--- config.mk ---
export PLATFORM = sky130hd
export DESIGN_NAME = correlator_top
export DESIGN_NICKNAME = d
export VERILOG_FILES = /design/src/corr_pkg.sv /design/src/corr_regs.sv /design/src/tap_delay.sv /design/src/corr_counters.sv /design/src/frame_builder.sv /design/src/correlator_top.sv
export SDC_FILE = /design/constraint.sdc
export NUM_CORES = 1
export LEC_CHECK = 0
export BUFFER_PORTS_ARGS = -buffer_cell sky130_fd_sc_hd__buf_2
export CAP_MARGIN = 20
export CORE_MARGIN = 5
export CORE_UTILIZATION = 49
export CTS_CLUSTER_DIAMETER = 50
export DETAILED_ROUTE_END_ITERATION = 16
export MAX_ROUTING_LAYER = met4
export PLACE_DENSITY = 0.62
export SYNTH_ARGS = -nofsm -noshare
export SYNTH_HDL_FRONTEND = slang
export SYNTH_HIERARCHICAL = 1
export SYNTH_SLANG_ARGS = --single-unit
--- constraint.sdc ---
create_clock -name intclk -period 22 [get_ports intclk]
set_clock_uncertainty 0.1 [all_clocks]
set_input_delay 3.3 -clock intclk [delete_from_list [all_inputs] [get_ports intclk]]
set_output_delay 3.3 -clock intclk [all_outputs]
set_load 0.005 [all_outputs]
--- src/corr_pkg.sv ---
`default_nettype none

package corr_pkg;

	localparam int MAX_LAG_LOG = 3;
	localparam int NUM_TAPS = 1 << MAX_LAG_LOG; // Delay depth of each line.
	localparam int SEQ_BITS = 16;

	localparam logic [3:0] FRAME_HDR_TAG = 4'hA;

	// Register-select codes carried in an address byte.
	localparam logic [2:0] REG_AUTO_LAG = 3'd0;
	localparam logic [2:0] REG_CROSS_LAG = 3'd1;
	localparam logic [2:0] REG_FLAGS = 3'd2; // Bit 0 invert, bit 1 enable.
	localparam logic [2:0] REG_CONTROL = 3'd3; // Bit 0 integrate, bit 1 sequence clear.

	typedef struct packed {
		logic is_addr;
		logic [2:0] reg_sel;
		logic [3:0] channel;
	} cmd_addr_t;

	typedef struct packed {
		logic is_addr; // Zero for a data byte.
		logic [6:0] value;
	} cmd_data_t;

	// One command byte, read either as an address or as a data byte.
	typedef union packed {
		cmd_addr_t addr;
		cmd_data_t data;
	} cmd_byte_u;

	typedef struct packed {
		logic [MAX_LAG_LOG-1:0] auto_lag;
		logic [MAX_LAG_LOG-1:0] cross_lag;
		logic invert;
		logic enable;
	} chan_cfg_t;

endpackage

`default_nettype wire

--- src/corr_regs.sv ---
`timescale 1ns/1ps
`default_nettype none

module corr_regs import corr_pkg::*; #(
	parameter int NUM_INPUTS = 4
) (
	input wire logic intclk,
	input wire logic rst,
	input wire cmd_byte_u cmd_byte,
	input wire logic cmd_valid,
	output chan_cfg_t [NUM_INPUTS-1:0] cfg,
	output logic integrate_cmd,
	output logic seq_clear
);

	cmd_addr_t pend; // Last address byte seen.
	logic pend_valid;

	always_ff @(posedge intclk) begin
		if (rst) begin
			pend <= '0;
			pend_valid <= 1'b0;
			cfg <= '0;
			integrate_cmd <= 1'b0;
			seq_clear <= 1'b0;
		end else begin
			seq_clear <= 1'b0;
			if (cmd_valid) begin
				if (cmd_byte.addr.is_addr) begin
					pend <= cmd_byte.addr;
					pend_valid <= 1'b1;
				end else if (pend_valid) begin
					if (pend.reg_sel == REG_CONTROL) begin
						integrate_cmd <= cmd_byte.data.value[0];
						seq_clear <= cmd_byte.data.value[1];
					end else begin
						for (int c = 0; c < NUM_INPUTS; c++) begin
							if (pend.channel == 4'(c)) begin
								case (pend.reg_sel)
									REG_AUTO_LAG: cfg[c].auto_lag <= cmd_byte.data.value[MAX_LAG_LOG-1:0];
									REG_CROSS_LAG: cfg[c].cross_lag <= cmd_byte.data.value[MAX_LAG_LOG-1:0];
									REG_FLAGS: begin
										cfg[c].invert <= cmd_byte.data.value[0];
										cfg[c].enable <= cmd_byte.data.value[1];
									end
									default: ; // Unused select codes.
								endcase
							end
						end
					end
				end
			end
		end
	end

	// Channel registers exist only below NUM_INPUTS.
	a_channel_in_range: assert property (@(posedge intclk) disable iff (rst)
		(cmd_valid && cmd_byte.addr.is_addr && cmd_byte.addr.reg_sel != REG_CONTROL)
		|-> (int'(cmd_byte.addr.channel) < NUM_INPUTS));

endmodule

`default_nettype wire

--- src/tap_delay.sv ---
`timescale 1ns/1ps
`default_nettype none

module tap_delay import corr_pkg::*; #(
	parameter int NUM_INPUTS = 4
) (
	input wire logic intclk,
	input wire logic rst,
	input wire logic [NUM_INPUTS-1:0] line_in,
	input wire chan_cfg_t [NUM_INPUTS-1:0] cfg,
	output logic [NUM_INPUTS-1:0][NUM_TAPS-1:0] taps
);

	genvar a;

	generate
		for (a = 0; a < NUM_INPUTS; a++) begin : g_line
			always_ff @(posedge intclk) begin
				if (rst) begin
					taps[a] <= '0;
				end else begin
					// Tap 0 is the sample of this cycle, older ones move up.
					taps[a] <= {taps[a][NUM_TAPS-2:0], line_in[a] ^ cfg[a].invert};
				end
			end
		end
	endgenerate

endmodule

`default_nettype wire

--- src/corr_counters.sv ---
`timescale 1ns/1ps
`default_nettype none

module corr_counters import corr_pkg::*; #(
	parameter int NUM_INPUTS = 4,
	parameter int RESOLUTION = 16
) (
	input wire logic intclk,
	input wire logic rst,
	input wire logic [NUM_INPUTS-1:0][NUM_TAPS-1:0] taps,
	input wire chan_cfg_t [NUM_INPUTS-1:0] cfg,
	input wire logic integrating,
	input wire logic count_clear,
	output logic [NUM_INPUTS-1:0][2:0][RESOLUTION-1:0] count_bus,
	output logic [NUM_INPUTS-1:0] sat_flags
);

	genvar a;

	generate
		for (a = 0; a < NUM_INPUTS; a++) begin : g_chan
			localparam int NXT = (a + 1) % NUM_INPUTS; // Partner for the cross term.

			logic [2:0] hit; // Pulse, auto, cross.
			logic [2:0][RESOLUTION-1:0] cnt;
			logic sat;

			assign hit[0] = taps[a][0];
			assign hit[1] = taps[a][0] & taps[a][cfg[a].auto_lag];
			assign hit[2] = taps[a][0] & taps[NXT][cfg[a].cross_lag];

			always_ff @(posedge intclk) begin
				if (rst || count_clear) begin
					cnt <= '0;
					sat <= 1'b0;
				end else if (integrating && cfg[a].enable) begin
					for (int k = 0; k < 3; k++) begin
						if (hit[k]) begin
							if (cnt[k] == '1) begin
								sat <= 1'b1; // A count was lost.
							end else begin
								cnt[k] <= cnt[k] + 1'b1;
							end
						end
					end
				end
			end

			assign count_bus[a] = cnt;
			assign sat_flags[a] = sat;
		end
	endgenerate

	// The clear comes after the window has closed.
	a_clear_outside_window: assert property (@(posedge intclk) disable iff (rst)
		count_clear |-> !integrating);

endmodule

`default_nettype wire

--- src/frame_builder.sv ---
`timescale 1ns/1ps
`default_nettype none

module frame_builder import corr_pkg::*; #(
	parameter int NUM_INPUTS = 4,
	parameter int RESOLUTION = 16
) (
	input wire logic intclk,
	input wire logic rst,
	input wire logic strobe,
	input wire logic integrate_cmd,
	input wire logic seq_clear,
	input wire logic [NUM_INPUTS-1:0][2:0][RESOLUTION-1:0] count_bus,
	input wire logic [NUM_INPUTS-1:0] sat_flags,
	output logic integrating,
	output logic count_clear,
	output logic [RESOLUTION-1:0] word_out,
	output logic word_valid,
	output logic word_last
);

	localparam int FRAME_LEN = 1 + 3 * NUM_INPUTS;
	localparam int IDX_W = $clog2(FRAME_LEN);
	localparam int FLAG_W = (NUM_INPUTS < RESOLUTION - 4) ? NUM_INPUTS : RESOLUTION - 4;
	localparam int SEQ_ROOM = RESOLUTION - 4 - FLAG_W;
	localparam int SEQ_W = (SEQ_ROOM < SEQ_BITS) ? SEQ_ROOM : SEQ_BITS;

	logic win_prev;
	logic win_fall;
	logic busy;
	logic [IDX_W-1:0] idx;
	logic [SEQ_BITS-1:0] seq;
	logic [3*NUM_INPUTS-1:0][RESOLUTION-1:0] snap; // Channel-major, pulse first.
	logic [NUM_INPUTS-1:0] sat_snap;
	logic [RESOLUTION-1:0] hdr_word;

	assign win_fall = win_prev & ~integrating;

	always_ff @(posedge intclk) begin
		if (rst) begin
			integrating <= 1'b0;
			win_prev <= 1'b0;
			count_clear <= 1'b0;
			busy <= 1'b0;
			idx <= '0;
			seq <= '0;
		end else begin
			integrating <= strobe | integrate_cmd;
			win_prev <= integrating;
			count_clear <= win_fall;
			if (count_clear) begin
				busy <= 1'b1; // Header goes out next cycle.
				idx <= '0;
			end else if (busy) begin
				idx <= idx + 1'b1;
				if (word_last) busy <= 1'b0;
			end
			if (seq_clear) seq <= '0;
			else if (word_last) seq <= seq + 1'b1;
		end
	end

	always_ff @(posedge intclk) begin
		if (win_fall) begin
			snap <= count_bus;
			sat_snap <= sat_flags;
		end
	end

	// Tag on top, then flags, sequence number in what is left below.
	always_comb begin
		hdr_word = '0;
		hdr_word[RESOLUTION-1 -: 4] = FRAME_HDR_TAG;
		for (int i = 0; i < FLAG_W; i++) hdr_word[RESOLUTION-5-i] = sat_snap[NUM_INPUTS-1-i];
		for (int i = 0; i < SEQ_W; i++) hdr_word[i] = seq[i];
	end

	always_comb begin
		word_out = hdr_word;
		for (int j = 0; j < 3 * NUM_INPUTS; j++) begin
			if (idx == IDX_W'(j + 1)) word_out = snap[j];
		end
	end

	assign word_valid = busy;
	assign word_last = busy && (idx == IDX_W'(FRAME_LEN - 1));

	// No back-pressure, so a new window end would overwrite the snapshot.
	a_no_close_while_streaming: assert property (@(posedge intclk) disable iff (rst)
		win_fall |-> !(busy || count_clear));

endmodule

`default_nettype wire

--- src/correlator_top.sv ---
`timescale 1ns/1ps
`default_nettype none

module correlator_top import corr_pkg::*; #(
	parameter int NUM_INPUTS = 4,
	parameter int RESOLUTION = 16
) (
	input wire logic intclk,
	input wire logic rst,
	input wire logic [NUM_INPUTS-1:0] line_in,
	input wire logic strobe,
	input wire logic [7:0] cmd_byte,
	input wire logic cmd_valid,
	output logic [RESOLUTION-1:0] word_out,
	output logic word_valid,
	output logic word_last,
	output logic integrating
);

	chan_cfg_t [NUM_INPUTS-1:0] cfg;
	logic integrate_cmd;
	logic seq_clear;
	logic [NUM_INPUTS-1:0][NUM_TAPS-1:0] taps;
	logic [NUM_INPUTS-1:0][2:0][RESOLUTION-1:0] count_bus;
	logic [NUM_INPUTS-1:0] sat_flags;
	logic count_clear;

	corr_regs #(.NUM_INPUTS(NUM_INPUTS)) i_regs (
		.intclk(intclk),
		.rst(rst),
		.cmd_byte(cmd_byte),
		.cmd_valid(cmd_valid),
		.cfg(cfg),
		.integrate_cmd(integrate_cmd),
		.seq_clear(seq_clear)
	);

	tap_delay #(.NUM_INPUTS(NUM_INPUTS)) i_taps (
		.intclk(intclk),
		.rst(rst),
		.line_in(line_in),
		.cfg(cfg),
		.taps(taps)
	);

	corr_counters #(.NUM_INPUTS(NUM_INPUTS), .RESOLUTION(RESOLUTION)) i_counters (
		.intclk(intclk),
		.rst(rst),
		.taps(taps),
		.cfg(cfg),
		.integrating(integrating),
		.count_clear(count_clear),
		.count_bus(count_bus),
		.sat_flags(sat_flags)
	);

	frame_builder #(.NUM_INPUTS(NUM_INPUTS), .RESOLUTION(RESOLUTION)) i_frame (
		.intclk(intclk),
		.rst(rst),
		.strobe(strobe),
		.integrate_cmd(integrate_cmd),
		.seq_clear(seq_clear),
		.count_bus(count_bus),
		.sat_flags(sat_flags),
		.integrating(integrating),
		.count_clear(count_clear),
		.word_out(word_out),
		.word_valid(word_valid),
		.word_last(word_last)
	);

endmodule

`default_nettype wire

=== Word-level counts from Yosys, hierarchy flattened ===
Index checks and enable logic that the tools add are counted.
W data, S select, Z words.

* Bits of input ports: 16
* Output and inout bits: 19
* Bits in registers: 490

* $lt $le $gt $ge: 8
* Add/subtract/negate cells: 14
* Bitwise gates (word level): 31
* Mux-type cells: 55
* Eq/ne operators: 30
* Reductions and logical operators: 37

{| class="wikitable"
|+ Operator list
! cell !! count
|-
| $add A16 B1 Y16 const B || 13
|-
| $eq A16 B16 Y1 const B || 12
|-
| $mux W16 || 12
|-
| $reduce_and A6 Y1 || 12
|-
| $reduce_and A3 Y1 || 12
|-
| $mux W1 || 35
|-
| $lt A3 B4 Y1 const B || 8
|-
| $bmux W1 S3 || 8
|-
| $eq A4 B4 Y1 const B || 5
|-
| $not A1 Y1 || 17
|-
| $eq A4 B2 Y1 const B || 4
|-
| $eq A4 B3 Y1 const B || 4
|-
| $and A1 B1 Y1 || 9
|-
| $eq A4 B1 Y1 const B || 2
|-
| $eq A3 B2 Y1 const B || 2
|-
| $logic_and A1 B1 Y1 || 5
|-
| $reduce_or A5 Y1 || 1
|-
| $add A4 B1 Y4 const B || 1
|-
| $logic_not A4 Y1 || 1
|-
| $reduce_and A4 Y1 || 1
|-
| $reduce_or A2 Y1 || 2
|-
| $xor A1 B1 Y1 || 4
|-
| $eq A3 B1 Y1 const B || 1
|-
| $logic_not A3 Y1 || 1
|-
| 3 further kinds || 3
|}

=== Longest topological paths before layout ===
* Depth after elaboration: 13
* Depth in mapped cells: 10
* Gate-level depth less buffers: 7

=== By module ===
The synthesis kept the hierarchy.

{| class="wikitable"
|+ By module, submodules not included
! module !! instances !! area each (um2) !! seq. area each (um2) !! cells an instance
|-
| corr_counters || 1 || 10390.0 || 3923.8 || 1245
|-
| frame_builder || 1 || 8664.6 || 6206.0 || 601
|-
| corr_regs || 1 || 1704.1 || 840.8 || 168
|-
| tap_delay || 1 || 888.4 || 640.6 || 71
|}

=== Worst setup path before layout ===
Ideal clock, no wire load.

* Path kind: register -> register
* Start: reg i_frame.integrating
* End: reg i_frame.sat_snap[0] (enable)
* Data required time: 21.119 ns
* Path slack: 12.109 ns
* Stages on the path, launching flop included: 2
* Clock period less this slack: 9.891 ns
* Path buffers: 0
* Arrival time: 9.010 ns
* Cell sequence: dfxtp_1 > nor2b_1

* Cells in the longest elaborated chain, start to end: 2

{| class="wikitable"
|+ RTL lines
! item !! line !! source
|-
| from (decl) || frame_builder.sv:15 || <nowiki>output logic integrating,</nowiki>
|-
| from (signal assigned) || frame_builder.sv:48 || <nowiki>integrating <= strobe | integrate_cmd;</nowiki>
|-
| $not A1 Y1 || frame_builder.sv:37 || <nowiki>assign win_fall = win_prev & ~integrating;</nowiki>
|-
| $and A1 B1 Y1 || frame_builder.sv:37 ||
|-
| named net i_frame.win_fall || frame_builder.sv:29 || <nowiki>logic win_fall;</nowiki>
|-
| to (signal assigned) || frame_builder.sv:66 || <nowiki>sat_snap <= sat_flags;</nowiki>
|-
| to (decl) || frame_builder.sv:34 || <nowiki>logic [NUM_INPUTS-1:0] sat_snap;</nowiki>
|}

The timed path passes the listed nets, and every way through them passes these cells.
A chain may end at the register's enable or synchronous reset.

=== Final worst setup path ===
* Start: reg i_frame.idx[0]
* End: out word_out[11]

* Cells in the longest elaborated chain, start to end: 13
* Elaborated cells on any way between the ends: 24
* Classes of those cells: eq/ne: 12; mux: 12

{| class="wikitable"
|+ RTL lines
! item !! line !! source
|-
| from (decl) || frame_builder.sv:31 || <nowiki>logic [IDX_W-1:0] idx;</nowiki>
|-
| from (signal assigned) || frame_builder.sv:55 || <nowiki>idx <= idx + 1'b1;</nowiki>
|-
| $eq A4 B1 Y1 || frame_builder.sv:81 || <nowiki>if (idx == IDX_W'(j + 1)) word_out = snap[j];</nowiki>
|-
| $mux W16 (11 in a row) || frame_builder.sv:81 ||
|-
| $mux W16 * || frame_builder.sv:81 ||
|-
| to (decl) || correlator_top.sv:14 || <nowiki>output logic [RESOLUTION-1:0] word_out,</nowiki>
|}

Every way passes the cells marked *; elsewhere a longest branch is shown, timed or not.

==> results.md <==
* Top_reg_cell synth: dfxtp_1
* Cts bufs inserted at 54
* Post-Layout Cell Count at 2,715
* Met2 WL at about 26,000 um
* Layout net count at between 2,000 and 2,500
* DRT met1 WL at approximately 26,000 um
* TritonRoute pass-1 iters at 5
* # Max-Cap Violations at 0
* N_diodes at 0
* Synth unique cells at 93
* Finish-stage setup viols at 0
* GR Overflow Total at 0
* Synthesized flop and latch total at around 480
* Syn_nets at approximately 2,100
* RSZ-0062 raised after global routing: false
* Post-synth top area share at 0.272
* CTS tree: built
* Leading area contributor after synthesis: edfxtp_1
* Clock Latency Late Sink at about 0.6 ns
* # IOs at 35
* DP Wirelength at roughly 40,000 um
* H-tree levels at 2
* Pins Over Slew Limit at 0
* Setup CP Type: register to output pin
* Syn_area_per_cell at approximately 10 um2
* Chip width at between 200 and 250 um
* VDD IR max at 0.0547 mV
* Clock root buffer: clkbuf_16
* Clock Sink Count at between 400 and 500
* Post-detailed-route via-to-cell ratio at between 6 and 7
* Wirelength per Cell at between 20 and 25 um
* Commonest non-fill, non-tap cells in the layout: 285 x dfxtp_1, 196 x edfxtp_1, 143 x nor2_1
* Leak at just under 8 nW
* Vias in the first global route at approximately 15,000
* Setup TNS at 0 ns
* Syn Inst Count at ~2,100
* WP buf/inv at 1
* Sequential-to-total area share from yosys stat at 0.536
* Worst min path class: register to register
* Clk pin slew, worst setup/hold paths at roughly 0.06 ns
* Ys async rst share at 0
* Vias at 16,800
* Initial antenna violation count at 0
* Post-CTS Hold Buffers at 0
* Placed insts at roughly 2,600
* Total core area at 43,900 um2
* Setup Buffers After CTS at 0
* GPL Wtd Cong at slightly below 1
* Routed wl met3 at 3760 um
* Crit path required time at ~19 ns
* CTS Buffer Depth at 3
* Slowest-stage cell, CP: ha_1
* CP startpoint kind: register
* Total GRT Usage at 0.242
* Remaining routing DRC violations at 0
* Placement Cell Area at about 22,000 um2
* Commonest non-fill, non-tap cell in the layout: dfxtp_1
* Number of fill cells in the layout at slightly below 4,000
* Top delay family on crit path: compound AO/OA/AOI/OAI gates
* Largest net degree at the start of global routing at between 150 and 200
* Design area at about 24,000 um2
* Synthesis warning total at 6
* Post-CTS sizing at 0
* Max Clock Freq at 0.138 GHz
* Period minus WS final at approximately 7.3 ns
* Initial Util at 0.493
* Layout area overhead at 10.7%
* First-pass GRT wire length at roughly 90,000 um
* Worst path cell trace: ha_1 > nand2b_1 > a21oi_4 > o32ai_1 > a221oi_1 > o31ai_1 > buf_2
* Fin crit share at 0.330
* Die span in y at roughly 220 um
* Worst slew pin tran at about 1.1 ns
* Worst Path Max Fanout at 21
* Die area at around 48,000 um2
* Post-Syn Area at roughly 22,000 um2
* ANT nets after route at 0
* EDFF count, synth at 196
* Final WL at approximately 58,000 um
* Layout cells sized above 1 at 0.0919
* Outcome: finished, final reports clean
* Number of port buffers at 34
* Cell Rows at between 70 and 80
* Max layer used: met4
* Slowest cell delay on critical path at 0.72 ns
* Pwr dens at between 70 and 80 nW/um2
* Area contributors post-synth: edfxtp_1 27%, dfxtp_1 26%, a21oi_1 3.2%, mux2i_1 2.9%, nand3_1 2.6%
* Worst setup EP type: output pin
* Initial DRC count at between 1,500 and 2,000
* Hold Fails Final Rpt at 0
* Slew HR at 0.248
* Crit path DAT at 3.87 ns
==> kinds of logic after synthesis <==
kind of cell / synth area share
simple gates: 0.212
mux: 0.0406
xor+xnor: 0.0275
fa+ha+maj: 0.0104
flops: 0.536
buf+inv: 0.0331
compound gates: 0.140
==> path summary, 6_finish.rpt <==
kind | start | to | slack, ns | cells after the start
worst min register to register | i_counters/count_bus[134] | i_frame/snap[134] | 0.35 | 0
worst max-delay path | i_frame/idx[0] | word_out[11] | 14.73 | 7
worst max register to register | i_frame/count_clear | i_counters/count_bus[131] | 18.63 | 6
worst min-delay path | i_counters/count_bus[134] | i_frame/snap[134] | 0.35 | 0
==> power breakdown <==
| part | internal (mW) | total, mW | switching (mW) | leakage [nW] |
|---|---|---|---|---|
| Clock | 0.524 | 0.884 | 0.360 | 0.869 |
| Combinational | 0.0133 | 0.0455 | 0.0321 | 2.85 |
| Sequential | 0.935 | 0.941 | 0.00668 | 4.21 |
==> synthesized netlist by cell type (7+ instances only) <==
cell      instances
o21ai_0          55
o21a_1            7
ha_1             18
mux4_2            9
and3_1           23
a22oi_1          19
mux2i_1          63
a31oi_1          14
nand2_1         139
nand2b_1         43
nand3_1         113
o22ai_1          26
clkbuf_1         69
nor3b_1           7
dfxtp_1         286
buf_4            15
or4_1            58
a41o_1            8
buf_2            28
a21oi_1         140
a21o_1           12
edfxtp_1        196
inv_1            39
nor2_1          144
nand4_1          56
nor4b_1          12
o31ai_1          57
o221ai_1         11
or3_1            50
nor3_1           34
o41ai_1           7
o211ai_1         18
and4_1           19
xor2_1           15
a221oi_1         15
nor4_1           36
xnor2_1          53
nor2b_1          38
and2_1            7
or2_2             8
==> metrics by stage <==
step | utilization | worst slack (ns) | hold WS [ns] | power, mW
floorplan | - | 12.11 | 0.306 | 0.989
global placement | 0.505 | 15.50 | 0.316 | 1.00
detailed placement | 0.505 | 15.44 | 0.323 | 1.01
CTS | 0.545 | 14.76 | 0.346 | 1.89
global route | 0.545 | 14.49 | 0.359 | 1.93
finish | 0.545 | 14.73 | 0.347 | 1.87
==> state kept, by name, summed over array words and instances, names as in the netlist, 4 cells and up <==
register / count
i_frame/sat_snap: 4
i_counters/count_bus: 192
i_taps/taps: 32
i_frame/idx: 4
i_regs/pend: 7
i_frame/seq: 8
i_counters/g_chan.sat: 4
i_regs/cfg: 32
i_frame/snap: 192
==> metal layers <==
| metal | vias to the layer above | GRT usage |
|---|---|---|
| li1 | 7936 | - |
| met1 | 8182 | 0.337 |
| met2 | 552 | 0.364 |
| met3 | 107 | 0.0386 |
| met4 | 0 | 0.0805 |
| met5 | - | - |
==> worst reg2reg max path: stages (launching register included) <==
cell and delay, ns:
dfxtp_1 0.30, buf_4 0.38, or2_4 0.61, buf_4 0.71, buf_4 0.74, nor2_1 0.15
a31o_2 0.27
==> final cells by class <==
class	instances	area (um2)	share of cell area
Inverter	41	154	0.00642
Sequential cell	482	11600	0.485
Timing Repair Buffer	56	345	0.0144
Clock buffer	81	1600	0.0666
Multi-Input combinational cell	1443	9350	0.390
Tap cell	592	741	0.0309
Clock inverter	20	166	0.00694
Power figures use the tool's default switching activity.
